==> config.mk <==
export PLATFORM = sky130hd
export DESIGN_NAME = busCycleLatch
export DESIGN_NICKNAME = d
export VERILOG_FILES = /design/src/source/ks10BusPkg.sv /design/src/source/busCycleLatch.sv
export SDC_FILE = /design/constraint.sdc
export NUM_CORES = 1
export LEC_CHECK = 0
export BUFFER_PORTS_ARGS = -buffer_cell sky130_fd_sc_hd__buf_2
export CAP_MARGIN = 0
export CORE_MARGIN = 5
export CORE_UTILIZATION = 40
export DETAILED_ROUTE_END_ITERATION = 8
export PLACE_DENSITY = 0.78
export SETUP_SLACK_MARGIN = 0.02
export SYNTH_ARGS = -nofsm -noshare
export SYNTH_HDL_FRONTEND = slang
export SYNTH_SLANG_ARGS = --single-unit
export TNS_END_PERCENT = 1
==> constraint.sdc <==
create_clock -name clkT -period 2.2 [get_ports clkT]
set_input_delay 0.11 -clock clkT [delete_from_list [all_inputs] [get_ports clkT]]
set_output_delay 0.11 -clock clkT [all_outputs]
set_load 0.02 [all_outputs]
==> src/source/ks10BusPkg.sv <==
// Bus word and address widths are fixed; NumMasters must stay within 2..4, MemWords a power of two
`default_nettype none

package ks10BusPkg;

   //////////////////////////////
   // Data path
   //////////////////////////////

   localparam int WordWidth = 36;   // One KS10 word

   typedef logic [WordWidth-1:0] busWordT;

   //////////////////////////////
   // Addressing
   //////////////////////////////

   // Physical address as seen on the backplane
   localparam int AddrWidth = 20;

   typedef logic [AddrWidth-1:0] busAddrT;

   //////////////////////////////
   // Default system size
   //////////////////////////////

   localparam int DefNumMasters = 3;     // CPU, console, IO bridge
   localparam int DefMemWords   = 1024;  // Small array, addresses above alias

endpackage

`default_nettype wire
==> src/source/busCycleLatch.sv <==
// Inputs are sampled only on the edge ending the T1 load cycle; later changes are ignored
`default_nettype none
`timescale 1ns/10ps

module busCycleLatch
#(
   parameter int NumMasters = 3
)
(
   input  logic                                    clkT,
   input  logic                                    memRST,
   input  logic                                    cycleLoad,   // Capture strobe
   input  logic [$clog2(NumMasters)-1:0]           grantIdx,    // Selected master
   input  logic [NumMasters-1:0]                   busWrite,
   input  ks10BusPkg::busAddrT [NumMasters-1:0]    busAddr,
   input  ks10BusPkg::busWordT [NumMasters-1:0]    busDataIn,
   output ks10BusPkg::busAddrT                     cycleAddr,   // Held T2 to T4
   output ks10BusPkg::busWordT                     cycleData,
   output logic                                    cycleWrite
);

   //////////////////////////////
   // Control bit
   //////////////////////////////

   // A stray strobe after reset must not turn into a write
   always_ff @(posedge clkT)
   begin
      if (memRST)
         cycleWrite <= 1'b0;
      else if (cycleLoad)
         cycleWrite <= busWrite[grantIdx];
   end

   //////////////////////////////
   // Address and data
   //////////////////////////////

   always_ff @(posedge clkT)
   begin
      if (cycleLoad)
      begin
         cycleAddr <= busAddr[grantIdx];     // Winner's address
         cycleData <= busDataIn[grantIdx];   // Unused on reads
      end
   end

endmodule

`default_nettype wire

After elaboration in Yosys (flattened, before gate mapping)

Index checks and enable logic that the tools add are counted.

Magnitude comparators: 1
Multiplexer cells: 6

Operators by type and width:

| cell                                                                          | number |
|---|---|
| 36-bit binary-select mux with 2-bit select                                    | 1 |
| 20-bit binary-select mux with 2-bit select                                    | 1 |
| 36-bit 2-to-1 mux                                                             | 1 |
| 20-bit 2-to-1 mux                                                             | 1 |
| 2-bit by 3-bit less-than comparator with 1-bit output (second input constant) | 1 |
| 1-bit binary-select mux with 2-bit select                                     | 1 |
| 1-bit 2-to-1 mux                                                              | 1 |

Register bits after elaboration: 57
Bits of input ports: 176
Word-level logic and storage cells: 10

Longest topological paths before layout

Gate-level depths: netlist of run 1.

Depth in word-level cells: 2
Gate-level depth with buffers: 6
Depth with buffers taken out: 3

Least setup slack after synthesis of run 1

OpenSTA, ideal clock, no wires.

Kind: in2reg
Start point: input grantIdx[1]
End point: register cycleData[26] (data pin)
Data arrival time: 0.778 ns
Path slack: 1.153 ns
Cell stages on the path: 6
Buffers on the path: 3
Path through: buf_4 > and2b_1 > buf_6 > buf_6 > nand2_1 > o21ai_0

Longest elaborated chain between the ends: 2

Ends and longest elaborated chain:

| what                                       | line                | RTL |
|---|---|---|
| start: declaration                         | busCycleLatch.sv:13 | `input logic [$clog2(NumMasters)-1:0] grantIdx,` |
| 36-bit binary-select mux with 2-bit select | busCycleLatch.sv:44 | `cycleData <= busDataIn[grantIdx];` |
| 36-bit 2-to-1 mux (implied by the code)    | busCycleLatch.sv:44 |  |
| end signal: assignment                     | busCycleLatch.sv:44 |  |
| end: declaration                           | busCycleLatch.sv:18 | `output ks10BusPkg::busWordT cycleData,` |

No other way between the ends. The select of a mux whose other input is x is not followed.
A chain may end at the register's enable or synchronous reset.

Worst setup path after layout of run 1

Start point: input grantIdx[0]
End point: register cycleData[11] (data pin)

Same word-level chain as after synthesis.

==> flow_summary.toml, run 1 <==
[worst_setup_path]
required_ns = 2.33
endpoint_kind = "flip-flop"
path_class = "in2reg"
crit_path_start_kind = "primary input"
path_max_fanout = 56
critPathArrivalTime_ns = 1.37

[finish]
layout.nets = 655
multiInputGateArea_mm2 = 0.00110
area_delta_synth_final_pct = 45.4
regArea_mm2 = 0.00170
final_cell_mix = "231 x buf_2, 57 x mux2i_1, 56 x nand2_1, 56 x edfxtp_1, 48 x o21ai_0"
drive_gt1_share_pct = 51.4
final_cells = 583
n_antenna_cell = 0
final_common_cell = "buf_2"
nFillCells = 643

[synth]
synth-simple-area-share_pct = 7.72
synthCells = 251
synth_mux_area_share_pct = 19.4
synth_seq_cells = 57
synth_top_family_by_area = "multiplexers"
ys_types = 16
synthAdderAreaFrac_pct = 0
synth_compound_area_share_pct = 10.1
avgSynthCellArea_um2 = 11.7
synth-xor-area-share_pct = 0
synth_nets = 427
syn_area_mm2 = 0.00295
ys_seq_area_share_pct = 57.7
ys.warnings.count = 0

[timing]
setup_viol = 0
timing.fmax_mhz = 804
min_period_ns = 1.24
tightest_slew_ns = 0.969
setup_tns_ns = 0
rsz0062_at_grt = "false"
drv_slew = 0
slew_headroom_pct = 35.4
hold_viol = 0
clock_skew_ns = 0
finalCritPeriodShare_pct = 56.5

[power_and_ir_drop]
leakagePower_nw = 2.08
ir_drop_uv = 335
powerDensity_mw_per_mm2 = 635

[clock_network]
path_clk_slew_ns = 0.06
root_buffer = "clkbuf_8"
cts_buffers = 9
tritoncts = "built"
cts_hold_buf = 0
cts_resized = 0
cts_sinks = 57
cts_setup_buffers = 0
clockBufferDepth = 2
htreeDepth = 3
insertion_delay_ns = 0.31

[run_status]
status = "completed"

[global_routing]
grt_pass1_wl_um = 12800
antenna_found_initial = 0
grt_pass1_vias = 2827
grt_usage_pct = 18.3
overflow = 0
grt_max_degree = 59

[floorplanning]
coreArea_mm2 = 0.00721
rows = 31
pin_count = 233
die_area_mm2 = 0.00919
start_util_pct = 40.9
fp.dieH_um = 95.8
die_w_um = 95.8

[place]
io_buffers = 232
dpl.hpwl_um = 6990
gp_congestion = 0.786
placed_cells = 567

[detailed_routing]
drtIter0Drc = 68
first_pass_iters = 4
wl_per_cell_um = 15.1
via_per_inst = 4.74
drtAntennaViolNets = 0
route.vias.total = 2763
wl_um = 8780
drc = 0

[flow_run]
maxCapViolCount = 0

[worst_hold_path]
min_path_type = "in2reg"
## critical path: stages
cell,delay [ns]
buf_4,0.12
and2b_2,0.85
nand2_1,0.13
o21ai_0,0.14
## per-layer routing
| metal | up-vias | wire length, um | GRT usage, % |
|---|---|---|---|
| met2 | 145 | 4640 | 34.6 |
| met3 | 15 | 1020 | 6.33 |
| met1 | 1233 | 2950 | 18.2 |
| met5 | - | 0 | 0 |
| li1 | 1370 | - | - |
| met4 | 0 | 165 | 7.23 |
## kinds of logic after synthesis
kind of cell,after synthesis
and+or+nand+nor,59
AOI/OAI and AO/OA,58
DFF,57
buffers and inverters,20
muxes,57
## where the power goes
group	switching, mW	total, mW	internal [mW]
clock	0.379	0.774	0.395
sequential	0.0254	1.34	1.32
combinational	0.347	0.606	0.259
## sequential cells by signal (all words and copies together) (netlist names)
signal      count
cycleData      36
cycleAddr      20
cycleWrite      1
## per-stage QoR
stage,power [mW],util [%],cell area (um^2),hold WS [ns],worst slack [ns]
6_report,2.72,59.4,4290,0.0484,0.957
3_3_place_gp,1.96,57.3,4130,0.369,0.697
3_5_place_dp,1.98,57.3,4130,0.366,0.578
2_1_floorplan,1.68,-,2950,0.209,1.15
4_1_cts,2.76,59.4,4290,0.0245,0.913
5_1_grt,2.88,59.4,4290,0.0502,0.835
## area by class of cell
| cell class | instances | share of cell area, % |
|---|---|---|
| clock buffer | 11 | 3.07 |
| multi-input combinational | 174 | 25.6 |
| clock inverter | 5 | 0.526 |
| sequential | 57 | 39.7 |
| inverter | 1 | 0.0876 |
| timing repair buffer | 236 | 28.1 |
| tap | 99 | 2.89 |
## synth_stat cells (all sizes together)
library cell  number  share of area [%]
o21ai             56                9.5
mux2i             57                 19
a311o              1               0.34
dfxtp              1               0.68
edfxtp            56                 57
nand2b             1               0.21
inv                1               0.13
clkbuf             5               0.64
nor2               1               0.13
nand2             56                7.1
buf               14                4.4
and2b              1               0.25
a31oi              1               0.21
## worst paths after layout
check        depth (start not counted)                    start                       to  slack (ns)
max reg2reg                          3  cycleWrite$_SDFFE_PP0P_  cycleWrite$_SDFFE_PP0P_        1.32
max                                  4              grantIdx[0]  cycleData[11]$_DFFE_PP_        0.96
min                                  3                   memRST  cycleWrite$_SDFFE_PP0P_        0.05
min reg2reg                          3  cycleWrite$_SDFFE_PP0P_  cycleWrite$_SDFFE_PP0P_        0.58
(Power assumes the default switching activity.)
==> run 2, diff against run 1 <==
==> constraint.sdc (replaced) <==
create_clock -name clkT -period 1.2 [get_ports clkT]
set_input_delay 0.06 -clock clkT [delete_from_list [all_inputs] [get_ports clkT]]
set_output_delay 0.06 -clock clkT [all_outputs]
set_load 0.02 [all_outputs]
==> flow_summary.toml, run 2 (same netlist as run 1, synthesis figures left out) <==
[clock_network]
cts_resized = 0
clockBufferDepth = 2
root_buffer = "clkbuf_8"
path_clk_slew_ns = 0.06
cts_setup_buffers = 0
cts_buffers = 9
htreeDepth = 3
insertion_delay_ns = 0.33
cts_sinks = 57
tritoncts = "built"

[run_status]
status = "completed"

[floorplanning]
die_area_mm2 = 0.00919
start_util_pct = 40.9
coreArea_mm2 = 0.00721
rows = 31
die_w_um = 95.8
pin_count = 233
fp.dieH_um = 95.8

[timing]
slew_headroom_pct = 83.2
drv_slew = 0
rsz0062_at_grt = "false"
tightest_slew_ns = 0.251
clock_skew_ns = 0
hold_viol = 0
setup_tns_ns = 0
min_period_ns = 0.957
finalCritPeriodShare_pct = 79.7
setup_viol = 0
timing.fmax_mhz = 1050

[finish]
layout.nets = 679
final_cells = 607
final_cell_mix = "231 x buf_2, 57 x mux2i_1, 56 x nand2_1, 56 x edfxtp_1, 48 x o21ai_0"
drive_gt1_share_pct = 50.0
regMostFlops = "cycleData"
n_antenna_cell = 0
largest_reg_flops = 36
final_common_cell = "buf_2"
area_delta_synth_final_pct = 56.6
largestRegisters = "cycleData x36, cycleAddr x20, cycleWrite x1"

[worst_setup_path]
path_buf_inv = 1
cp-startpoint = "cycleData[13]$_DFFE_PP_"
required_ns = 1.14
path_class = "reg2out"
critPathSlowestCell = "edfxtp_1"
max_stage_delay_ns = 0.39
crit_path_start_kind = "flip-flop"
crit_chain = "buf_2"
path_max_fanout = 1
cpLargestDelayFamily = "flip-flops"
endpoint_kind = "output pin"
reg2reg_from = "cycleWrite$_SDFFE_PP0P_"
critPathArrivalTime_ns = 0.90

[power_and_ir_drop]
pwr-share-comb_pct = 22.4
p_sw_mw = 1.46
leakagePower_nw = 2.22
netSwitchingFraction_pct = 27.2
powerDensity_mw_per_mm2 = 1160
total_power_mw = 5.37
ir_drop_uv = 658
p_clk_share_pct = 31.8
p_int_mw = 3.91
seqPwrFrac_pct = 45.7

[flow_run]
maxCapViolCount = 0

[place]
placed_cells = 569
gp_congestion = 0.778
io_buffers = 232
dpl.hpwl_um = 7000

[detailed_routing]
first_pass_iters = 4
route.vias.total = 2896
drtAntennaViolNets = 0
wl_um = 9280
drc = 0
via_per_inst = 4.77
wl_per_cell_um = 15.3
drtIter0Drc = 98

[global_routing]
overflow = 0
grt_pass1_vias = 2980
grt_max_degree = 59
grt_usage_pct = 19.3
grt_pass1_wl_um = 13300
antenna_found_initial = 0

[worst_hold_path]
min_path_type = "in2reg"
min_from = "busAddr[41]"
-- run 2: cell count changes in the layout (fill, tap and decap cells not counted), moves of 2 or more --
cell,delta
buf_4,-3
dlygate4sd3_1,+22
clkinv_1,-2
buf_12,+5
-- run 2: cell type report --
type	instances	area (um^2)
Sequential cell	57	1700
Fill cell	622	2600
Tap cell	99	124
Inverter	1	3.75
Multi-Input combinational cell	174	1100
Clock inverter	6	58.8
Clock buffer	10	128
Timing Repair Buffer	260	1500
-- run 2: power by group through the flow --
stage               Combinational, mW  Sequential, mW  Clock [mW]
global placement                 1.13            2.49           0
detailed placement               1.16            2.50           0
floorplan                       0.321            2.76           0
CTS                              1.21            2.46        1.74
finish                           1.20            2.46        1.71
global route                     1.31            2.47        1.84
-- run 2: final timing paths --
| check | to | slack (ns) | cells after the start |
|---|---|---|---|
| worst max-delay path | cycleData[13] | 0.24 | 1 |
| worst min-delay path | cycleAddr[1]$_DFFE_PP_ | 0.01 | 3 |
| worst max register to register | cycleWrite$_SDFFE_PP0P_ | 0.28 | 3 |
| worst min register to register | cycleWrite$_SDFFE_PP0P_ | 0.62 | 3 |
-- run 2: what timing repair did --
action                                  4_1_cts  5_1_grt
endpoints found under the hold margin        20        2
endpoints found under the setup margin        0        0
hold buffers                                 20        2
-- run 2: metal layers --
layer	vias to the layer above	wire length [um]	track usage (%)
met2	161	4880	36.1
met1	1298	3160	18.9
met5	-	0	0
met4	0	176	7.82
met3	17	1060	7.58
li1	1420	-	-
-- run 2: tightest hold or removal path: cells and delay by family --
family / cells / cell delay (ns)
simple gates: 1 / 0.03
buf+inv: 1 / 0.07
compound gates: 1 / 0.06
-- run 2: metrics by stage --
stage	utilization [%]	setup WS [ns]	cell area [um^2]	hold slack (ns)
floorplan	-	0.203	2950	0.159
global placement	58.3	0.127	4210	0.315
CTS	63.7	0.220	4600	0.00107
finish	64.0	0.243	4620	0.0106
global route	64.0	0.202	4620	0.00537
detailed placement	58.3	0.102	4210	0.323
==> run 3, diff against run 2 <==
==> constraint.sdc (replaced) <==
create_clock -name clkT -period 0.91 [get_ports clkT]
set_input_delay 0.0455 -clock clkT [delete_from_list [all_inputs] [get_ports clkT]]
set_output_delay 0.0455 -clock clkT [all_outputs]
set_load 0.02 [all_outputs]
==> flow_summary.toml, run 3 (same netlist as run 1, synthesis figures left out) <==
[worst_setup_path]
crit_chain = "buf_6"
critPathSlowestCell = "edfxtp_1"
rrSetupSlack_ns = 0.09
crit_path_start_kind = "flip-flop"
reg2reg_to = "cycleWrite$_SDFFE_PP0P_"
reg2regPathDepth = 3
max_stage_delay_ns = 0.41
reg2reg_from = "cycleWrite$_SDFFE_PP0P_"
critPathArrivalTime_ns = 0.90
path_max_fanout = 1
path_class = "reg2out"
cpLargestDelayFamily = "flip-flops"
endpoint_kind = "output pin"
path_buf_inv = 1
required_ns = 0.86

[clock_network]
cts_sinks = 57
root_buffer = "clkbuf_8"
clockBufferDepth = 2
path_clk_slew_ns = 0.07
htreeDepth = 3
cts_buffers = 9
insertion_delay_ns = 0.33
tritoncts = "built"
cts_setup_buffers = 0

[finish]
final_common_cell = "buf_2"
largest_reg_flops = 36
largestRegisters = "cycleData x36, cycleAddr x20, cycleWrite x1"
n_antenna_cell = 0
area_delta_synth_final_pct = 64.2
final_area_mm2 = 0.00484
regMostFlops = "cycleData"
final_cell_mix = "203 x buf_2, 57 x mux2i_1, 56 x nand2_1, 56 x edfxtp_1, 40 x o21ai_1"
drive_gt1_share_pct = 51.0
layout.nets = 692

[floorplanning]
pin_count = 233
die_area_mm2 = 0.00919
start_util_pct = 40.9
fp.dieH_um = 95.8
rows = 31
die_w_um = 95.8
coreArea_mm2 = 0.00721

[timing]
finalCritPeriodShare_pct = 104
min_period_ns = 0.946
setup_viol = 9
tightest_slew_ns = 0.197
slew_headroom_pct = 86.5
drv_slew = 0
worst_slack_ns = -0.0360
hold_viol = 0
clock_skew_ns = 0
timing.fmax_mhz = 1060
rsz0062_at_grt = "true"

[detailed_routing]
via_per_inst = 4.83
drtAntennaViolNets = 0
first_pass_iters = 4
drtIter0Drc = 79
route.vias.total = 2989
drc = 0
wl_um = 10000
wl_per_cell_um = 16.2

[global_routing]
grt_usage_pct = 21.1
grt_pass1_wl_um = 14500
grt_pass1_vias = 3080
antenna_found_initial = 0
overflow = 0
grt_max_degree = 50

[worst_hold_path]
min_path_type = "in2reg"
min_from = "busDataIn[101]"
min_path_cells = 3
whs_endpoint = "cycleData[29]$_DFFE_PP_"

[place]
io_buffers = 232
placed_cell_area_mm2 = 0.00430
dpl.hpwl_um = 7430
dp_slack_ns = -0.205
gp_congestion = 0.765

[flow_run]
maxCapViolCount = 0

[power_and_ir_drop]
leakagePower_nw = 2.33
ir_drop_uv = 842
powerDensity_mw_per_mm2 = 1440

[run_status]
violations = "negative setup slack"
status = "complete, but fails checks"
[run 3: cell count changes in the layout (fill, tap and decap cells not counted), sizes merged]
cell	before	now
clkinv	5	6
buf	238	251
dlymetal6s4s	0	1
dlygate4sd3	22	21
bufinv	1	0
clkbuf	10	9
[run 3: metal layers]
layer  GRT usage [%]  part of all wire (%)  vias to the layer above
li1                -                     -                     1446
met1            20.4                    33                     1374
met2            41.1                    55                      153
met3            7.43                    10                       16
met4            7.11                   1.6                        0
met5               0                     0                        -
[run 3: worst max path at each step]
stage	cells past startpoint	slack, ns	startpoint	end
after floorplan	6	-0.02	grantIdx[1]	cycleData[25]$_DFFE_PP_
after global placement	4	-0.13	grantIdx[0]	cycleData[10]$_DFFE_PP_
after detailed placement	4	-0.21	grantIdx[0]	cycleData[10]$_DFFE_PP_
after CTS	1	-0.02	cycleAddr[15]$_DFFE_PP_	cycleAddr[15]
after global routing	1	-0.07	cycleData[34]$_DFFE_PP_	cycleData[34]
final	1	-0.04	cycleAddr[5]$_DFFE_PP_	cycleAddr[5]
[run 3: where the power goes]
part           switching (mW)  internal (mW)  total, mW  leakage, nW
clock                   0.957          0.927       1.88       0.0811
combinational           0.902          0.895       1.80         1.70
sequential             0.0830           3.19       3.27        0.551
total                    1.94           5.01       6.95         2.33
[run 3: timing repair]
action	CTS	global route
cloned	0	0
gates resized for setup	54	3
hold buffers	20	2
setup endpoints to repair	56	58
hold endpoints to repair	20	2
pin swaps	0	1
[run 3: final cells by class]
class | count | area, um^2
clock buffers | 9 | 124
clock inverters | 6 | 26.3
flip-flops and latches | 57 | 1700
inverters | 1 | 3.75
multi-input cells | 174 | 1100
fillers | 580 | 2370
repair buffers | 273 | 1760
well taps | 99 | 124
[run 3: metrics by stage]
step / instances / power (mW) / hold slack (ns) / util, % / setup TNS [ns]
floorplan: 251 / 4.09 / 0.137 / - / -0.789
global route: 619 / 7.28 / 0.00600 / 67.1 / -1.68
CTS: 617 / 6.97 / 0.000786 / 66.7 / -0.214
detailed placement: 582 / 4.88 / 0.311 / 59.5 / -7.68
global placement: 582 / 4.83 / 0.300 / 59.5 / -5.93
finish: 619 / 6.95 / 0.00334 / 67.1 / -0.0921
