### config.mk
export PLATFORM = sky130hd
export DESIGN_NAME = phaseSequencer
export DESIGN_NICKNAME = d
export VERILOG_FILES = /design/src/source/ks10ClockPkg.sv /design/src/source/phaseSequencer.sv
export SDC_FILE = /design/constraint.sdc
export NUM_CORES = 1
export LEC_CHECK = 0
export ABC_CLOCK_PERIOD_IN_PS = 1570
export BUFFER_PORTS_ARGS = -buffer_cell sky130_fd_sc_hd__buf_2
export CAP_MARGIN = 20
export CORE_AREA = 2 2 39 41
export DETAILED_ROUTE_END_ITERATION = 10
export DIE_AREA = 0 0 41 43
export SYNTH_ARGS = -nofsm -noshare
export SYNTH_HDL_FRONTEND = slang
export SYNTH_SLANG_ARGS = --single-unit
### constraint.sdc
create_clock -name clkT -period 1.57 [get_ports clkT]
set_input_delay 0.2355 -clock clkT [delete_from_list [all_inputs] [get_ports clkT]]
set_output_delay 0.2355 -clock clkT [all_outputs]
set_load 0.005 [all_outputs]
### src/source/ks10ClockPkg.sv
// Phases are one-hot codes rotated on a single clkT edge, not separate phase-shifted clocks
`default_nettype none

package ks10ClockPkg;

   // Phase vector, bit 1 is T1 and bit 4 is T4
   typedef logic [1:4] phaseT;

   //////////////////////////////
   // Phase codes
   //////////////////////////////

   // Exactly one bit set in every legal phase
   localparam phaseT T1 = 4'b1000;  // Arbitration
   localparam phaseT T2 = 4'b0100;  // Address and data settle
   localparam phaseT T3 = 4'b0010;  // Memory access
   localparam phaseT T4 = 4'b0001;  // Acknowledge

endpackage

`default_nettype wire

### src/source/phaseSequencer.sv
// memRST is synchronous to clkT; an illegal phase code recovers to T1 on the next edge
`default_nettype none
`timescale 1ns/10ps

module phaseSequencer
(
   input  logic                clkT,      // Bus clock
   input  logic                memRST,    // Synchronous reset
   output ks10ClockPkg::phaseT phase,     // Current bus phase
   output logic                sysReset   // Held until first full rotation
);

   //////////////////////////////
   // Phase rotation
   //////////////////////////////

   always_ff @(posedge clkT)
   begin
      if (memRST)
      begin
         phase    <= ks10ClockPkg::T1;  // Park in T1
         sysReset <= 1'b1;
      end
      else
      begin
         case (phase)
            ks10ClockPkg::T1:
               phase <= ks10ClockPkg::T2;
            ks10ClockPkg::T2:
               phase <= ks10ClockPkg::T3;
            ks10ClockPkg::T3:
               phase <= ks10ClockPkg::T4;
            ks10ClockPkg::T4:
            begin
               // Leaving T4 ends a rotation, so the system may run
               phase    <= ks10ClockPkg::T1;
               sysReset <= 1'b0;
            end
            default:
               phase <= ks10ClockPkg::T1;  // Resync
         endcase
      end
   end

endmodule

`default_nettype wire

Word-level counts from Yosys, hierarchy flattened
Index checks and enable logic that the tools add are counted.
Word-level totals
  register bits after elaboration: 5
  input bits: 2
  output and inout bits: 5
Cells by class
  eq/ne operators: 4
  muxes and demuxes: 1
Operator list (count)
  case mux 4 bit (3 select lines): 1
  equality test 4 x 1 -> 1 bit, second input constant: 1
  equality test 4 x 2 -> 1 bit, second input constant: 1
  equality test 4 x 3 -> 1 bit, second input constant: 1
  equality test 4 bit, second input constant: 1

Logic depth before layout (Yosys ltp)
Gate-level depths: netlist of run 1.
  depth in word-level cells: 2
  depth in mapped cells: 2
  mapped depth without buffers: 2

Least setup slack after synthesis of run 1
OpenSTA, ideal clock, no wires.
  path kind: register -> register
  start: register phase[1]
  end: register sysReset
  library setup time: 0.114 ns
  arrival: 1.009 ns
  data required time: 1.456 ns
  setup slack: 0.447 ns
  stages on the path, launching flop included: 3
  buffers on the path: 0
  path through: dfxtp_1 > or4b_1 > a21o_1
Between the ends
  cells in the longest elaborated chain, start to end: 1
Ends and longest elaborated chain
  start, declared: line phaseSequencer.sv:9  | output ks10ClockPkg::phaseT phase,
  start signal, assigned: line phaseSequencer.sv:21  | phase <= ks10ClockPkg::T1;
  start signal, assigned: line phaseSequencer.sv:28  | phase <= ks10ClockPkg::T2;
  start signal, assigned: line phaseSequencer.sv:30  | phase <= ks10ClockPkg::T3;
  equality test 4 x 1 -> 1 bit: line phaseSequencer.sv:26  | case (phase)
  end signal, assigned: line phaseSequencer.sv:22  | sysReset <= 1'b1;
  end signal, assigned: line phaseSequencer.sv:37  | sysReset <= 1'b0;
  end, declared: line phaseSequencer.sv:10  | output logic sysReset
No other way between the ends.
A chain may end at the register's enable or synchronous reset.

Worst setup path after layout of run 1
Same ends and word-level chain as after synthesis.

==> results of run 1 <==
==> through the flow <==
step	std cells	total power, mW	utilization, %	hold slack [ns]
after floorplan	15	0.216	-	0.321
after CTS	41	0.400	18.4	0.193
after global placement	37	0.246	16.5	0.432
final	41	0.390	18.4	0.198
after detailed placement	37	0.247	16.5	0.437
after global routing	41	0.423	18.4	0.199
==> path summary, 6_finish.rpt <==
path                         startpoint                     to  slack, ns  cells past startpoint
hold reg to reg   sysReset$_SDFFE_PP1N_  sysReset$_SDFFE_PP1N_       0.46                      1
setup reg to reg    phase[1]$_SDFF_PP0_  sysReset$_SDFFE_PP1N_       0.40                      2
hold / removal                   memRST  sysReset$_SDFFE_PP1N_       0.20                      2
setup / recovery    phase[1]$_SDFF_PP0_  sysReset$_SDFFE_PP1N_       0.40                      2
==> state kept, by name, summed over array words and instances (netlist names) <==
name      count
phase         4
sysReset      1
==> worst register-to-register path, cell delays in order (launching register included) <==
cell and delay [ns]:
dfxtp_1 0.34, or4b_1 0.52, a21o_1 0.19
==> metal layers <==
metal  routed length, µm  vias up  part of all wire (%)  GRT usage (%)
met3                  46        0                    14           6.28
met4                   0        0                     0           8.00
li1                    -       77                     -              -
met5                   0        -                     0              0
met1                 163       65                    50           2.88
met2                 117        7                    36           5.00
==> synthesized netlist by cell type (all sizes together) <==
library cell,instances
a21o,1
and3,1
and4bb,2
dfxtp,5
nor2,2
o211ai,1
o21ai,1
or4b,1
xor2,1
==> final cells by class <==
cell class / instances / area (µm²) / share of cell area (%)
sequential: 5 / 100 / 39.4
timing repair buffer: 6 / 30.0 / 11.8
multi-input combinational: 10 / 77.6 / 30.5
tap: 16 / 20.0 / 7.88
clock buffer: 4 / 26.3 / 10.3
==> cells by family after synthesis <==
kind of cell,Yosys count
compound gates,3
simple gates,6
xor+xnor,1
flops,5
==> cells in the final DEF, fill, tap and decap left out <==
master | netlist | final
buf_2 | 0 | 6
dfxtp_1 | 5 | 5
clkbuf_4 | 0 | 3
nor2_1 | 2 | 2
and4bb_2 | 2 | 2
and3_1 | 1 | 1
xor2_1 | 1 | 1
o21ai_0 | 1 | 1
o211ai_1 | 1 | 1
or4b_1 | 1 | 1
a21o_1 | 1 | 1
clkbuf_1 | 0 | 1
==> report_power, final <==
part / switching (mW) / total [mW] / internal (mW)
clock network: 0.0494 / 0.145 / 0.0959
logic: 0.0218 / 0.0623 / 0.0405
registers: 0.0334 / 0.183 / 0.150
==> flow_summary.yaml, run 1 <==
worst_setup_path:
  cp_cell_sequence: "or4b_1 -> a21o_1"
  path_max_fanout: 7
  worstSetupPathType: "register to register"
  crit_arrival_ns: 1.29
  start_kind: "register"
  end_kind: "register"
  worst-path-buf-inv: 0
  slowest_stage: "or4b_1"
  slowest_delay_ns: 0.52
  crit_family: "simple AND/OR/NAND/NOR gates"
  critPathRequiredTime_ns: 1.70
sta:
  setup_viol: 0
  post-route-period-util_pct: 74.4
  setup_tns_ns: 0
  min_period_ns: 1.17
  hold_violations: 0
  slew_violations: 0
  rsz0062_at_grt: "false"
  fmax_mhz: 856
  timing.slew.headroom_pct: 84.3
  setup_ws_ns: 0.402
  fin_worst_skew_ns: 0.00373
  tightest_slew_ns: 0.235
floorplan:
  dieHeight_um: 43
  die_x_um: 41
  coreArea_um2: 1380
  std_cell_rows: 14
  initial_core_util_pct: 12.8
  die_area_um2: 1760
  num_io_pins: 7
pwr:
  peakVddDrop_mv: 0.275
  p_leak_nw: 0.107
  powerDensity_nw_per_um2: 1540
outcome:
  status: "completed"
cts:
  cts-root-buf: "clkbuf_4"
  clk_latency_ns: 0.24
  numClockSinks: 5
  clkTransAtPathRegs_ns: 0.04
  ctsResizeCount: 0
  cts_tree: "yes"
  cts_buffer_depth: 2
  cts_setup_buffers: 0
  cts_hold_buf: 0
  cts_max_level: 1
  cts-buffers-inserted: 3
yosys:
  synth_fa_ha_area_share_pct: 0
  syn-cell-area_um2: 178
  synth-compound-area-share_pct: 11.3
  ys_warn_count: 0
  synth_area_leaders: "dfxtp_1, and4bb_2, or4b_1"
  synth_top_area_share_pct: 56.3
  ys_seq_area_share_pct: 56.3
  synthMuxAreaShare_pct: 0
  avgSynthCellArea_um2: 11.8
  yosys.area_share.simple_pct: 27.5
  synth_xor_area_share_pct: 4.93
  ys_types: 9
  ys_ff_latch: 5
  syn_nets: 17
  syn_inst: 15
  post-synth-top-area-cell: "dfxtp_1"
  synth_top_family_by_area: "simple AND/OR/NAND/NOR gates"
routing:
  viasPerCell: 3.63
  firstDrtPassIters: 2
  drtIter0Drc: 1
  avgRoutedWirePerCell_um: 7.98
  ant_nets: 0
  drc: 0
  vias: 149
  drt_wl_total_um: 327
hold_path:
  holdCritPathClass: "input pin to register"
cells_and_area:
  design_area_um2: 254
  antenna_cells: 0
  layout-drive-gt1-share_pct: 44.0
  area_growth_pct: 43.0
  num-fill-cells: 158
  nets: 28
grt:
  grt_pass1_vias: 125
  overflow: 0
  antenna_found_initial: 0
  grt.total_usage_pct: 4.91
  grt_max_degree: 8
  grt_first_pass_wirelength_um: 427
place:
  place_area_um2: 228
  io_buffers: 6
  gp_congestion: 0.588
  dp_slack_ns: 0.411
run:
  cap_violations: 0
Note: power is estimated with default switching activity, not from simulation.
==> inputs of run 2 (changes only) <==
--- a/config.mk
+++ b/config.mk
@@ -5,7 +5,7 @@
 export SDC_FILE = /design/constraint.sdc
 export NUM_CORES = 1
 export LEC_CHECK = 0
-export ABC_CLOCK_PERIOD_IN_PS = 1570
+export ABC_CLOCK_PERIOD_IN_PS = 1000
 export BUFFER_PORTS_ARGS = -buffer_cell sky130_fd_sc_hd__buf_2
 export CAP_MARGIN = 20
 export CORE_AREA = 2 2 39 41
==> constraint.sdc (replaced) <==
create_clock -name clkT -period 1 [get_ports clkT]
set_input_delay 0.15 -clock clkT [delete_from_list [all_inputs] [get_ports clkT]]
set_output_delay 0.15 -clock clkT [all_outputs]
set_load 0.005 [all_outputs]
==> flow_summary.yaml, run 2 (synthesis gave the netlist of run 1 again) <==
cells_and_area:
  final_common_cell: "buf_2"
  largest_reg_flops: 4
  design_area_um2: 292
  area_growth_pct: 64.1
  reg_top3: "phase x4, sysReset x1"
  top_register: "phase"
  antenna_cells: 0
  layout-drive-gt1-share_pct: 62.1
  layout_common_cells: "buf_2, clkbuf_4, dfxtp_2, buf_4"
  nets: 32
  num-fill-cells: 157
  fin_util_pct: 21.1
routing:
  drt_wl_total_um: 370
  avgRoutedWirePerCell_um: 8.22
  ant_nets: 0
  viasPerCell: 3.73
  vias: 168
  drtIter0Drc: 0
  drc: 0
  firstDrtPassIters: 1
worst_setup_path:
  end_kind: "register"
  cp_cell_sequence: "or4b_1 -> a21o_1"
  slowest_delay_ns: 0.51
  worstRegToRegCells: 2
  worstSetupPathType: "register to register"
  critPathRequiredTime_ns: 1.13
  timing.rr.start: "phase[1]$_SDFF_PP0_"
  slowest_stage: "or4b_1"
  start_kind: "register"
  crit_arrival_ns: 1.22
  path_max_fanout: 2
  r2r-end: "sysReset$_SDFFE_PP1N_"
  rrSetupSlack_ns: -0.08
sta:
  setup_tns_ns: -0.0833
  setup_viol: 1
  timing.slew.headroom_pct: 85.8
  tightest_slew_ns: 0.212
  setup_ws_ns: -0.0833
  rsz0062_at_grt: "true"
  min_period_ns: 1.08
  fmax_mhz: 923
  post-route-period-util_pct: 108
  hold_violations: 0
  slew_violations: 0
  fin_worst_skew_ns: 0.000785
hold_path:
  holdCritPathClass: "input pin to register"
  hold_depth: 2
  holdPathEnd: "sysReset$_SDFFE_PP1N_"
  hold_start: "memRST"
pwr:
  powerDensity_nw_per_um2: 2330
  p_leak_nw: 0.129
  peakVddDrop_mv: 0.474
grt:
  grt_first_pass_wirelength_um: 531
  grt_util_met2_pct: 6.25
  grt.total_usage_pct: 5.72
  busiest_layer: "met4"
  overflow: 0
  grt_pass1_vias: 141
  grtUsageMet1_pct: 4.18
  antenna_found_initial: 0
  grt_use_met3_pct: 6.28
  grt_max_degree: 7
cts:
  cts_hold_buf: 0
  cts_buffer_depth: 2
  clk_latency_ns: 0.24
  numClockSinks: 5
  cts_max_level: 1
  cts-root-buf: "clkbuf_4"
  cts-buffers-inserted: 3
  clkTransAtPathRegs_ns: 0.04
  cts_tree: "yes"
floorplan:
  dieHeight_um: 43
  die_area_um2: 1760
  initial_core_util_pct: 12.8
  std_cell_rows: 14
  coreArea_um2: 1380
  num_io_pins: 7
  die_x_um: 41
run:
  cap_violations: 0
place:
  place_area_um2: 260
  gp_congestion: 0.605
  io_buffers: 6
outcome:
  violations: "negative setup slack"
  status: "complete, but fails checks"
==> run 2: through the flow <==
step,power [mW],hold WS (ns),cells,worst slack [ns]
finish,0.680,0.101,45,-0.0833
global placement,0.441,0.346,41,-0.0713
floorplan,0.345,0.236,15,-0.0916
CTS,0.687,0.0935,45,-0.0869
detailed placement,0.444,0.347,41,-0.0813
global route,0.732,0.0890,45,-0.101
==> run 2: cell type report <==
cell class / count / area (µm²) / area share (%)
Clock buffer: 4 / 26.3 / 9.01
Multi-Input combinational cell: 10 / 77.6 / 26.6
Sequential cell: 5 / 104 / 35.6
Timing Repair Buffer: 10 / 63.8 / 21.9
Tap cell: 16 / 20.0 / 6.87
==> run 2: power breakdown <==
part / switching (mW) / internal (mW) / total [mW]
Combinational: 0.0796 / 0.112 / 0.191
Clock: 0.0781 / 0.151 / 0.229
Sequential: 0.0188 / 0.242 / 0.260
Total: 0.176 / 0.504 / 0.680
==> run 2: what timing repair did <==
item / in CTS / in global routing
gates resized for setup: 0 / 2
setup endpoints to repair: 1 / 3
buffers inserted: 0 / 0
==> run 2: worst max path at each step <==
stage	start	slack (ns)	depth (start not counted)	endpoint
3_3_place_gp	phase[1]$_SDFF_PP0_	-0.07	2	sysReset$_SDFFE_PP1N_
5_1_grt	phase[1]$_SDFF_PP0_	-0.10	2	sysReset$_SDFFE_PP1N_
4_1_cts	phase[1]$_SDFF_PP0_	-0.09	2	sysReset$_SDFFE_PP1N_
6_report	phase[1]$_SDFF_PP0_	-0.08	2	sysReset$_SDFFE_PP1N_
3_5_place_dp	phase[1]$_SDFF_PP0_	-0.08	2	sysReset$_SDFFE_PP1N_
2_1_floorplan	phase[1]$_SDFF_PP0_	-0.09	2	sysReset$_SDFFE_PP1N_
==> run 2: metal layers <==
metal | vias up | wire length [µm]
li1 | 84 | -
met1 | 73 | 145
met2 | 9 | 151
met3 | 2 | 63
met4 | 0 | 8
met5 | - | 0
==> run 2: worst max-delay path: cells and delay by family, from the launching register on <==
| kind | cells | cell delay, ns |
|---|---|---|
| compound gates | 1 | 0.16 |
| flops | 1 | 0.31 |
| simple gates | 1 | 0.51 |
==> inputs of run 3 (changes only) <==
--- a/config.mk
+++ b/config.mk
@@ -6,11 +6,11 @@
 export NUM_CORES = 1
 export LEC_CHECK = 0
 export ABC_CLOCK_PERIOD_IN_PS = 1000
-export BUFFER_PORTS_ARGS = -buffer_cell sky130_fd_sc_hd__buf_2
 export CAP_MARGIN = 20
 export CORE_AREA = 2 2 39 41
 export DETAILED_ROUTE_END_ITERATION = 10
 export DIE_AREA = 0 0 41 43
+export DONT_BUFFER_PORTS = 1
 export SYNTH_ARGS = -nofsm -noshare
 export SYNTH_HDL_FRONTEND = slang
 export SYNTH_SLANG_ARGS = --single-unit
==> flow_summary.yaml, run 3 (synthesis gave the netlist of run 1 again) <==
outcome:
  status: "complete, but fails checks"
  violations: "negative setup slack"
cts:
  cts_tree: "yes"
  clk_latency_ns: 0.24
  cts-buffers-inserted: 3
  cts_setup_buffers: 0
  clkTransAtPathRegs_ns: 0.04
  cts_max_level: 1
  cts-root-buf: "clkbuf_4"
  cts_buffer_depth: 2
  numClockSinks: 5
cells_and_area:
  nets: 27
  largest_reg_flops: 4
  top_register: "phase"
  reg_top3: "phase x4, sysReset x1"
  stdcell_count: 40
  layout_common_cells: "buf_4, clkbuf_4, dfxtp_1"
  antenna_cells: 0
  area_growth_pct: 51.4
  final_common_cell: "buf_4"
  layout-drive-gt1-share_pct: 50.0
floorplan:
  die_x_um: 41
  dieHeight_um: 43
  die_area_um2: 1760
  initial_core_util_pct: 12.8
  coreArea_um2: 1380
  num_io_pins: 7
  std_cell_rows: 14
pwr:
  peakVddDrop_mv: 0.274
  p_leak_nw: 0.107
  powerDensity_nw_per_um2: 2430
worst_setup_path:
  crit_arrival_ns: 1.23
  start_kind: "register"
  critPathRequiredTime_ns: 1.13
  worstSetupPathType: "register to register"
  end_kind: "register"
  path_max_fanout: 2
  rrSetupSlack_ns: -0.1
sta:
  post-route-period-util_pct: 110
  rsz0062_at_grt: "true"
  fmax_mhz: 912
  setup_viol: 1
  setup_ws_ns: -0.0965
  slew_violations: 0
  fin_worst_skew_ns: 0.00123
  min_period_ns: 1.10
  timing.slew.headroom_pct: 88.8
  tightest_slew_ns: 0.167
  hold_violations: 0
  hold_slack_ns: 0.0547
routing:
  drtIter0Drc: 2
  ant_nets: 0
  drt_wl_total_um: 395
  viasPerCell: 3.85
  drc: 0
  firstDrtPassIters: 4
  vias: 154
  avgRoutedWirePerCell_um: 9.88
grt:
  grt_max_degree: 7
  grt_first_pass_wirelength_um: 558
  overflow: 0
  antenna_found_initial: 0
  grt_pass1_vias: 152
  grt.total_usage_pct: 6.62
hold_path:
  holdCritPathClass: "input pin to register"
place:
  place_inst: 35
  gp_congestion: 0.423
  io_buffers: 0
run:
  cap_violations: 0
run 3: cell types whose count changed in the layout (fill, tap and decap cells not counted):
| cell | change |
|---|---|
| buf_6 | -1 |
| dfxtp_1 | +1 |
| buf_4 | +1 |
| nor2_2 | +1 |
| dlygate4sd3_1 | +1 |
| dfxtp_2 | -1 |
| nor2_1 | -1 |
| buf_2 | -6 |
run 3: cell type report:
| cell class | count | area [µm²] |
|---|---|---|
| Tap cell | 16 | 20.0 |
| Clock buffer | 4 | 26.3 |
| Fill cell | 163 | 1110 |
| Timing Repair Buffer | 5 | 40.0 |
| Multi-Input combinational cell | 10 | 80.1 |
| Sequential cell | 5 | 103 |
run 3: what timing repair did:
action,in CTS,in global routing
hold buffers,1,0
hold endpoints to repair,1,0
setup endpoints to repair,1,2
resized for setup,0,1
run 3: path summary, 6_finish.rpt:
path | start | endpoint | depth (start not counted)
setup / recovery | phase[1]$_SDFF_PP0_ | sysReset$_SDFFE_PP1N_ | 2
hold / removal | memRST | phase[3]$_SDFF_PP1_ | 2
setup reg to reg | phase[1]$_SDFF_PP0_ | sysReset$_SDFFE_PP1N_ | 2
hold reg to reg | sysReset$_SDFFE_PP1N_ | sysReset$_SDFFE_PP1N_ | 1
run 3: power by group:
part           internal [mW]  switching, mW
registers              0.239         0.0167
clock network          0.151         0.0817
logic                 0.0851         0.0797
run 3: critical path, stage by stage, from the launching register on:
cell	delay [ns]
dfxtp_2	0.31
or4b_1	0.51
a21o_1	0.17
run 3: metal layers:
layer  GRT usage [%]  vias to the layer above  share of wire (%)
li1                -                       74                  -
met1            2.88                       65                 27
met2            8.13                       11                 45
met3            6.81                        4                 18
met4            12.0                        0                9.1
met5               0                        -                  0
run 3: stage by stage:
step                      cell area, µm²  setup TNS, ns  total power, mW  setup WS (ns)  util (%)
after global placement               230        -0.0630            0.400        -0.0630      16.6
after global routing                 269         -0.132            0.695         -0.132      19.4
final                                269        -0.0965            0.653        -0.0965      19.4
after floorplan                      180        -0.0916            0.345        -0.0916         -
after CTS                            267         -0.106            0.664         -0.106      19.3
after detailed placement             230        -0.0999            0.424        -0.0999      16.6
