==> src/source/ks10ClockPkg.sv <==
// Phases are one-hot codes rotated on a single clkT edge, not separate phase-shifted clocks
`default_nettype none

package ks10ClockPkg;

   // Phase vector, bit 1 is T1 and bit 4 is T4
   typedef logic [1:4] phaseT;

   //////////////////////////////
   // Phase codes
   //////////////////////////////

   // Exactly one bit set in every legal phase
   localparam phaseT T1 = 4'b1000;  // Arbitration
   localparam phaseT T2 = 4'b0100;  // Address and data settle
   localparam phaseT T3 = 4'b0010;  // Memory access
   localparam phaseT T4 = 4'b0001;  // Acknowledge

endpackage

`default_nettype wire

==> src/source/busArbiter.sv <==
// Fixed priority with index 0 highest, so a busy low index can starve the others
`default_nettype none
`timescale 1ns/10ps

module busArbiter
#(
   parameter int NumMasters = 3
)
(
   input  logic                            clkT,
   input  logic                            memRST,
   input  ks10ClockPkg::phaseT             phase,      // Bus phase
   input  logic                            sysReset,   // Blocks arbitration
   input  logic [NumMasters-1:0]           busReq,     // Level requests
   output logic [$clog2(NumMasters)-1:0]   grantIdx,   // Master being served
   output logic                            cycleLoad,  // Latch strobe in T1
   output logic                            memStrobe,  // Memory access in T3
   output logic [NumMasters-1:0]           busAck      // One-cycle pulse in T4
);

   localparam int IdxWidth = $clog2(NumMasters);

   logic                isT1;
   logic                isT3;
   logic                isT4;
   logic                cycleActive;   // Bus cycle in progress
   logic [IdxWidth-1:0] grantReg;      // Winner of the last arbitration
   logic [IdxWidth-1:0] pickIdx;       // Lowest requesting index

   assign isT1 = (phase == ks10ClockPkg::T1);
   assign isT3 = (phase == ks10ClockPkg::T3);
   assign isT4 = (phase == ks10ClockPkg::T4);

   //////////////////////////////
   // Priority pick
   //////////////////////////////

   // Scan down so the lowest index wins
   always_comb
   begin
      pickIdx = '0;
      for (int i = NumMasters - 1; i >= 0; i--)
      begin
         if (busReq[i])
            pickIdx = IdxWidth'(i);
      end
   end

   assign cycleLoad = isT1 && !sysReset && (|busReq);

   // Latch needs the winner during T1 itself, before grantReg updates
   assign grantIdx = cycleLoad ? pickIdx : grantReg;

   //////////////////////////////
   // Cycle state
   //////////////////////////////

   always_ff @(posedge clkT)
   begin
      if (memRST)
      begin
         cycleActive <= 1'b0;
         grantReg    <= '0;
      end
      else if (cycleLoad)
      begin
         cycleActive <= 1'b1;
         grantReg    <= pickIdx;
      end
      else if (isT4)
         cycleActive <= 1'b0;   // Cycle ends with the acknowledge
   end

   assign memStrobe = cycleActive && isT3;

   always_comb
   begin
      busAck = '0;
      if (cycleActive && isT4)
         busAck[grantReg] = 1'b1;
   end

endmodule

`default_nettype wire

==> config.mk <==
export PLATFORM = sky130hd
export DESIGN_NAME = busArbiter
export DESIGN_NICKNAME = d
export VERILOG_FILES = /design/src/source/ks10ClockPkg.sv /design/src/source/busArbiter.sv
export SDC_FILE = /design/constraint.sdc
export NUM_CORES = 1
export LEC_CHECK = 0
export BUFFER_PORTS_ARGS = -buffer_cell sky130_fd_sc_hd__buf_2
export CAP_MARGIN = 40
export CORE_AREA = 2 2 39 41
export CTS_CLUSTER_SIZE = 12
export DETAILED_ROUTE_END_ITERATION = 8
export DIE_AREA = 0 0 41 43
export PLACE_DENSITY = 0.49
export SYNTH_ARGS = -nofsm -noshare
export SYNTH_HDL_FRONTEND = slang
export SYNTH_SLANG_ARGS = --single-unit
==> constraint.sdc <==
create_clock -name clkT -period 2.3 [get_ports clkT]
set_input_delay 0.345 -clock clkT [delete_from_list [all_inputs] [get_ports clkT]]
set_output_delay 0.345 -clock clkT [all_outputs]
set_load 0.005 [all_outputs]
Yosys cells after proc, flatten, opt, wreduce, memory -nomap -nowiden:

Index checks and enable logic that the tools add are counted.

* add/sub/neg operators: 0
* multipliers: 0
* div/mod/pow operators: 0
* magnitude comparators: 2
* equality and inequality tests: 3
* shift-type cells: 0
* muxes and demuxes: 9
* bitwise gates (word level): 0
* reduce and logical (&&, ||, !) cells: 8

Operators with widths (count)
* $mux W2: 4
* $logic_and A1 B1 Y1: 5
* $eq A4 B1 Y1 const B: 1
* $eq A4 B2 Y1 const B: 1
* $eq A4 B4 Y1 const B: 1
* $lt A2 B3 Y1 const B: 1
* $mux W1: 3
* $mux W3: 1
* $reduce_or A3 Y1: 1
* $demux W1 S2: 1
* $ge A2 B1 Y1 const B: 1
* $reduce_bool A2 Y1: 1
* $logic_not A1 Y1: 1

* register bits after elaboration: 3
* latch bits: 0
* bits in writable memories: 0
* ROM bits: 0
* output and inout bits: 7
* logic and storage cells: 24
* memories kept: 0

Logic depth before layout (Yosys ltp):

Gate-level depths: netlist of the first run.

* depth in word-level cells: 5
* depth in mapped cells: 3
* depth with buffers taken out: 3

Worst setup path after synthesis of the first run:

OpenSTA, ideal clock, no wires.

* path type: input-to-output
* start point: in phase[2]
* end point: out grantIdx[1]
* arrival: 0.908 ns
* required time: 1.955 ns
* setup slack: 1.047 ns
* cell stages on the path: 3
* path buffers: 0
* cell sequence: nor3b_4 a31oi_1 a21oi_1

* longest elaborated chain between the ends: 4

Ends and longest elaborated chain
* start, declared: line busArbiter.sv:12 `input ks10ClockPkg::phaseT phase,`
* $eq A4 B4 Y1: line busArbiter.sv:30 `assign isT1 = (phase == ks10ClockPkg::T1);`
* $logic_and A1 B1 Y1 (2 in series): line busArbiter.sv:49 `assign cycleLoad = isT1 && !sysReset && (|busReq);`
* $mux W2
* end, declared: line busArbiter.sv:15 `output logic [$clog2(NumMasters)-1:0] grantIdx,`

Every way passes these cells.

Final worst setup path of the first run:

Ends and elaborated chain as after synthesis.

==> results of run 1 <==
stage by stage:
step | cell area [um2] | total power (uW)
after global placement | 320 | 77.8
after global routing | 347 | 185
after detailed placement | 320 | 78.2
after CTS | 347 | 174
final | 347 | 171
after floorplan | 220 | 63.5
area by class of cell:
type                            instances  area (um2)  area share, %
Sequential cell                         3        60.1           17.3
Multi-Input combinational cell         20         149           43.0
Inverter                                3        11.3           3.25
Timing Repair Buffer                   16        80.1           23.1
Tap cell                               16        20.0           5.78
Clock buffer                            4        26.3           7.58
cell families (layout without fill, tap and decap cells):
group	count (synthesis)	after routing	share of synthesized area, %
simple gates	11	11	37.5
flops	3	3	27.3
compound gates	9	9	30.1
buf+inv	3	23	5.11
state kept, by name (all words and copies together) (netlist names):
name,count
cycleActive,1
grantReg,2
worst min-delay path by stage:
| stage | from | end | slack (ns) | depth (start not counted) |
|---|---|---|---|---|
| 2_1_floorplan | memRST | grantReg[1] | 0.41 | 1 |
| 3_3_place_gp | cycleActive | cycleActive | 0.47 | 2 |
| 3_5_place_dp | cycleActive | cycleActive | 0.48 | 2 |
| 4_1_cts | memRST | grantReg[1] | 0.30 | 2 |
| 5_1_grt | memRST | grantReg[1] | 0.30 | 2 |
| 6_report | memRST | grantReg[1] | 0.30 | 2 |
synth_stat cells, drive strengths merged:
cell type  count
a211oi         1
or2            1
nand4b         2
and4           1
nor3b          2
inv            3
nor2           2
o41ai          1
a31oi          1
dfxtp          3
nand2          1
a21oi          3
nor3           2
o21a           1
o211ai         1
a31o           1
routing by layer:
layer  up-vias  track usage, %  routed length (um)
met1       117            8.65                 286
met2        12            12.2                 271
met4         0            2.00                   0
met5         -               0                   0
met3         0            6.28                  46
li1        143               -                   -
report_power, final:
group / leakage (uW) / internal [uW] / switching, uW
clock: 0.0000150 / 65.1 / 28.4
combinational: 0.000131 / 11.0 / 12.4
sequential: 0.0000242 / 53.0 / 0.509
total: 0.000170 / 129 / 41.4
==> impl_metrics.csv, run 1 <==
group,metric,value,unit
run_status,status,"finished, final reports clean",
critical_path,cp_num_cells,5,
timing,final_max_slew_viol_count,0,
timing,hold_violations,0,
timing,setup_ws,0.765,ns
critical_path,max_stage_delay,0.30,ns
die,die_area,1760,um2
timing,fin_hold_ws,0.304,ns
placed_design,post-place-ws,0.767,ns
die,io_pins,17,
timing,worst_clock_skew,0,ns
grt,grt_max_degree,7,
die,rows,14,
drt,viasPerCell,4.39,
critical_path,r2r_slack,1.49,ns
placed_design,dpl.hpwl,511,um
drt,wl,605,um
finish,layout_common_cells,"buf_2, inv_1, a21oi_1, clkbuf_4, dfxtp_1",
synthesis,synth_top_area_share,27.3,%
critical_path,worst_r2r_path_depth,3,
drt,routedWlPerCell,9.76,um
cts,cts_tree,"yes",
die,core,1380,um2
timing,fin_crit_sh,66.7,%
critical_path,worstPathArrival,1.19,ns
critical_path,crit_start,"phase[2]",
timing,clock.fmax,652,MHz
critical_path,endpoint,"grantIdx[1]",
power_and_ir_drop,p_per_area,492,nW/um2
cts,cts_setup_buffers,0,
grt,grt.overflow.total,0,
timing,worst_pin_slew,0.268,ns
finish,final_nets,57,
critical_path,slowest_stage,"nor3b_4",
timing,fin_crit,1.53,ns
cts,cts_resized,0,
grt,antenna_found_initial,0,
synthesis,yosys_warnings,0,
critical_path,reg2reg_from,"grantReg[0]",
flow_run,drv_cap,0,
placed_design,place.gp.congestion,0.679,
critical_path,path_buf_inv,2,
finish,syn_to_final_growth,57.4,%
die,die_w,41,um
synthesis,ys_types,18,
synthesis,avgSynthCellArea,8.47,um2
synthesis,yosysTopAreaCell,"dfxtp_1",
critical_path,start_kind,"primary input",
drt,postRouteAntennaNets,0,
cts,clock_path_buffers,2,
die,dieHeight,43,um
synthesis,netlist_area,220,um2
critical_path,path_delay_family,"simple AND/OR/NAND/NOR gates",
finish,layout_commonest_cell,"buf_2",
critical_path,cp.required,1.96,ns
critical_path,cp_max_fo,6,
cts,clk_pin_slew,0.04,ns
synthesis,yosysSeqAreaShare,27.3,%
drt,drt_iter0_drc,0,
grt,grt_pass1_vias,253,
cts,cts_root_buf,"clkbuf_4",
finish,drive_above_1_share,50.0,%
cts,cts_buffers,3,
synthesis,synthCells,26,
finish,antenna_cells,0,
grt,grtUsageTotal,8.12,%
finish,stdcell_count,62,
timing,finalSetupTns,0,ns
cts,cts_sinks,3,
finish,num-fill-cells,163,
critical_path,cp_common_cell,"buf_2",
drt,drc,0,
grt,grt_pass1_wl,952,um
placed_design,io_buffer_count,16,
critical_path,endpoint_kind,"primary output",
drt,dr_total_vias,272,
cts,cts_hold_buffers,0,
power_and_ir_drop,cellLeakagePower,0.000170,uW
finish,utilization,25.0,%
die,initial_core_util,15.9,%
cts,clkLatencyLatePin,0.23,ns
cts,htreeDepth,1,
timing,final-setup-viol-count,0,
synthesis,syn_nets,36,
synthesis,synth_area_leaders,"dfxtp_1, nor3b_4, nand4b_1, a21oi_1, a211oi_2",
timing,rsz0062_at_grt,"no",
critical_path,reg2reg_to,"grantReg[0]",
timing,relSlewSlack,81.9,%
critical_path,path_cells,"buf_2 -> nor3b_4 -> a31oi_1 -> a21oi_1 -> buf_2",
drt,dr.pass1.iters,1,
synthesis,ys_ff_latch,3,
min_path,hold_path_class,"primary input to flip-flop",
placed_design,placedCellCount,58,
critical_path,worstSetupPathType,"primary input to primary output",
power_and_ir_drop,ir_drop,0.000384,V
No activity file was read; power rests on OpenSTA's default activity.
==> inputs of run 2 (changes only) <==
Clock period 2.3 ns to 1.5 ns, I/O delays scaled along.
==> run 2 against run 1 <==
  * Critical path depth did not move
  * Setup slack lost 0.58 ns
  * Combinational power grew 55%
  * Largest power group unchanged
==> impl_metrics.csv, run 2 (same netlist as run 1, synthesis figures left out) <==
group,metric,value,unit
run_status,status,"finished, final reports clean",
timing,hold_violations,0,
drt,dr_total_vias,263,
min_path,hold_end,"grantReg[1]",
critical_path,start_kind,"primary input",
critical_path,r2r_slack,0.68,ns
power_and_ir_drop,p_per_area,748,nW/um2
critical_path,crit_start,"phase[2]",
placed_design,io_buffer_count,16,
timing,finalSetupTns,0,ns
drt,routedWlPerCell,9.42,um
timing,fin_crit,1.31,ns
cts,cts_hold_buffers,0,
timing,relSlewSlack,81.2,%
drt,drc,0,
cts,cts_tree,"yes",
critical_path,worstPathArrival,1.09,ns
cts,cts_sinks,3,
finish,syn_to_final_growth,57.4,%
finish,reg_top3,"grantReg: 2 flops, cycleActive: 1 flops",
critical_path,reg2reg_from,"grantReg[0]",
placed_design,place.gp.congestion,0.661,
drt,dr.pass1.iters,3,
grt,grtUsageTotal,8.02,%
critical_path,path_buf_inv,2,
cts,clk_pin_slew,0.04,ns
critical_path,max_stage_delay,0.30,ns
critical_path,reg2reg_to,"grantReg[0]",
critical_path,cp_common_cell,"buf_2",
drt,drt_iter0_drc,2,
finish,layout_commonest_cell,"buf_2",
power_and_ir_drop,ir_drop,0.000389,V
grt,grt_max_degree,7,
critical_path,cp_num_cells,5,
finish,layout_common_cells,"buf_2, inv_1, a21oi_1, clkbuf_4, dfxtp_1",
timing,clock.fmax,762,MHz
timing,worst_pin_slew,0.282,ns
grt,grt_pass1_wl,931,um
placed_design,post-place-ws,0.190,ns
cts,clock_path_buffers,2,
finish,largest_register_ffs,2,
finish,largest-register,"grantReg",
timing,rsz0062_at_grt,"no",
grt,grt.overflow.total,0,
timing,fin_hold_ws,0.187,ns
critical_path,path_cells,"buf_2 -> nor3b_4 -> a31oi_1 -> a21oi_1 -> buf_2",
die,core,1380,um2
grt,grt_pass1_vias,262,
critical_path,path_delay_family,"compound AO/OA/AOI/OAI gates",
finish,drive_above_1_share,50.0,%
drt,viasPerCell,4.24,
grt,antenna_found_initial,0,
critical_path,endpoint_kind,"primary output",
critical_path,cp_max_fo,6,
die,initial_core_util,15.9,%
die,die_w,41,um
timing,final_max_slew_viol_count,0,
critical_path,worstSetupPathType,"primary input to primary output",
cts,cts_root_buf,"clkbuf_4",
die,rows,14,
critical_path,slowest_stage,"nor3b_4",
finish,antenna_cells,0,
cts,cts_resized,0,
drt,postRouteAntennaNets,0,
min_path,whs_path_depth,2,
timing,final-setup-viol-count,0,
critical_path,cp.required,1.27,ns
power_and_ir_drop,cellLeakagePower,0.000170,uW
min_path,hold_start,"memRST",
min_path,hold_path_class,"primary input to flip-flop",
drt,wl,584,um
cts,htreeDepth,1,
timing,setup_ws,0.188,ns
timing,fin_crit_sh,87.5,%
timing,worst_clock_skew,0,ns
finish,final_nets,57,
die,die_area,1760,um2
cts,cts_buffers,3,
cts,cts_setup_buffers,0,
die,io_pins,17,
flow_run,drv_cap,0,
die,dieHeight,43,um
cts,clkLatencyLatePin,0.23,ns
critical_path,worst_r2r_path_depth,3,
placed_design,dpl.hpwl,511,um
run 2: cell counts in the layout (fill, tap and decap cells not counted):
No cell type changed its count.
run 2: metal layers:
metal  wire length [um]  share of wire, %  track usage (%)
met1                270                46             7.69
met2                279                48             12.8
met3                 34               5.8             6.28
met4                  0                 0             2.00
met5                  0                 0                0
run 2: cell type report:
cell class	instances	area (um2)
clock buffer	4	26.3
inverter	3	11.3
sequential	3	60.1
tap	16	20.0
fill	165	1040
multi-input combinational	20	149
timing repair buffer	16	80.1
run 2: power breakdown:
part | internal, uW | total [uW] | leakage, uW | switching, uW
Combinational | 16.9 | 36.2 | 0.000131 | 19.3
Sequential | 81.3 | 82.1 | 0.0000242 | 0.786
Clock | 99.7 | 141 | 0.0000150 | 41.1
run 2: worst reg2reg max path: cells and delay by family, from the launching register on:
family	cells	cell delay [ns]
buffers and inverters	1	0.07
flip-flops	1	0.34
AO/OA/AOI/OAI	2	0.35
run 2: how the worst max path moves through the flow:
stage	end	slack [ns]
after floorplan	grantIdx[1]	0.49
after global placement	grantIdx[1]	0.19
after CTS	grantIdx[1]	0.18
final	grantIdx[1]	0.19
after global routing	grantIdx[1]	0.1
after detailed placement	grantIdx[1]	0.19
run 2: metrics by stage:
stage | power (uW) | utilization [%] | std cells | instance area [um2]
detailed placement | 120 | 23.1 | 58 | 320
finish | 259 | 25.0 | 62 | 347
global route | 284 | 25.0 | 62 | 347
floorplan | 97.3 | - | 26 | 220
CTS | 266 | 25.0 | 62 | 347
global placement | 119 | 23.1 | 58 | 320
==> inputs of run 3 (changes only) <==
Clock period 1.5 ns to 1.65 ns, I/O delays scaled along.
==> run 3 against run 2 <==
  * Register-to-register slack improved by 0.16 ns
  * Total power down 9.3%
  * Design area unchanged
  * Highest routed layer unchanged
==> impl_metrics.csv, run 3 (same netlist as run 1, synthesis figures left out) <==
group,metric,value,unit
run_status,status,"finished, final reports clean",
grt,grt_pass1_vias,283,
die,dieHeight,43,um
grt,grt.overflow.total,0,
timing,worst_pin_slew,0.286,ns
drt,routedWlPerCell,9.53,um
drt,drt_iter0_drc,0,
grt,grt_pass1_wl,1.01,mm
timing,clock.fmax,734,MHz
critical_path,path_cells,"buf_2 -> nor3b_4 -> a31oi_1 -> a21oi_1 -> buf_2",
grt,grt_max_degree,7,
timing,fin_crit_sh,82.5,%
critical_path,worstPathArrival,1.11,ns
placed_design,io_buffer_count,16,
placed_design,place.gp.congestion,0.721,
finish,syn_to_final_growth,57.4,%
finish,reg_top3,"grantReg: 2 flops, cycleActive: 1 flops",
cts,cts_sinks,3,
die,die_area,1760,um2
cts,clk_pin_slew,0.03,ns
finish,final_nets,57,
timing,final-setup-viol-count,0,
critical_path,cp.required,1.40,ns
grt,antenna_found_initial,0,
die,rows,14,
cts,cts_setup_buffers,0,
critical_path,max_stage_delay,0.30,ns
cts,cts_root_buf,"clkbuf_4",
cts,cts_buffers,3,
drt,wl,591,um
timing,fin_crit,1.36,ns
die,die_w,41,um
cts,cts_hold_buffers,0,
placed_design,dpl.hpwl,502,um
timing,worst_clock_skew,0,ns
drt,dr.pass1.iters,1,
cts,clock_path_buffers,2,
drt,viasPerCell,4.32,
finish,largest_register_ffs,2,
drt,dr_total_vias,268,
finish,largest-register,"grantReg",
critical_path,cp_max_fo,6,
power_and_ir_drop,ir_drop,0.000339,V
timing,finalSetupTns,0,ns
critical_path,endpoint_kind,"primary output",
min_path,hold_path_class,"primary input to flip-flop",
power_and_ir_drop,total_power,235,uW
timing,hold_violations,0,
power_and_ir_drop,cellLeakagePower,0.000170,uW
grt,grtUsageTotal,8.73,%
finish,layout_common_cells,"buf_2, inv_1, a21oi_1, clkbuf_4, dfxtp_1",
critical_path,worstSetupPathType,"primary input to primary output",
finish,drive_above_1_share,50.0,%
critical_path,crit_start,"phase[2]",
critical_path,start_kind,"primary input",
drt,drc,0,
critical_path,cp_common_cell,"buf_2",
cts,htreeDepth,1,
drt,postRouteAntennaNets,0,
power_and_ir_drop,p_per_area,678,nW/um2
finish,antenna_cells,0,
flow_run,drv_cap,0,
critical_path,slowest_stage,"nor3b_4",
die,initial_core_util,15.9,%
die,io_pins,17,
cts,cts_tree,"yes",
timing,rsz0062_at_grt,"no",
die,core,1380,um2
critical_path,reg2reg_from,"grantReg[0]",
cts,cts_resized,0,
cts,clkLatencyLatePin,0.23,ns
timing,final_max_slew_viol_count,0,
finish,utilization,25.0,%
min_path,hold_start,"memRST",
timing,relSlewSlack,80.9,%
finish,layout_commonest_cell,"buf_2",
==> run 3: cell counts in the layout (fill, tap and decap cells not counted) <==
Identical to the previous run, type by type.
==> run 3: final cells by class <==
type | count | area [um2]
fillers | 165 | 1040
multi-input cells | 20 | 149
repair buffers | 16 | 80.1
flip-flops and latches | 3 | 60.1
clock buffers | 4 | 26.3
well taps | 16 | 20.0
inverters | 3 | 11.3
==> run 3: worst paths after layout <==
kind / endpoint / slack, ns / cells after the start
hold / removal: grantReg[1] / 0.21 / 2
setup / recovery: grantIdx[1] / 0.29 / 5
hold reg to reg: cycleActive / 0.47 / 2
setup reg to reg: grantReg[0] / 0.84 / 3
==> run 3: metal layers <==
metal,vias to the layer above,global-route usage (%),part of all wire [%]
met3,0,7.85,7.1
li1,144,-,-
met1,112,9.29,48
met4,0,2.00,0
met5,-,0,0
met2,12,12.5,45
==> run 3: power breakdown <==
part           total [uW]  switching [uW]  leakage [uW]  internal (uW)
Sequential           74.6           0.711     0.0000242           73.9
Clock                 128            37.0     0.0000150           90.6
Combinational        32.8            17.4      0.000131           15.4
==> run 3: through the flow <==
step | setup WS, ns | hold slack [ns] | cell area [um2] | cells
after floorplan | 0.592 | 0.312 | 220 | 26
after global placement | 0.328 | 0.453 | 320 | 58
after detailed placement | 0.285 | 0.452 | 320 | 58
after CTS | 0.274 | 0.205 | 347 | 62
after global routing | 0.193 | 0.197 | 347 | 62
final | 0.288 | 0.214 | 347 | 62
==> run 3: worst max-delay path: cells and delay by family <==
family | cells | cell delay (ns)
buf+inv | 2 | 0.26
compound gates | 2 | 0.31
simple gates | 1 | 0.30
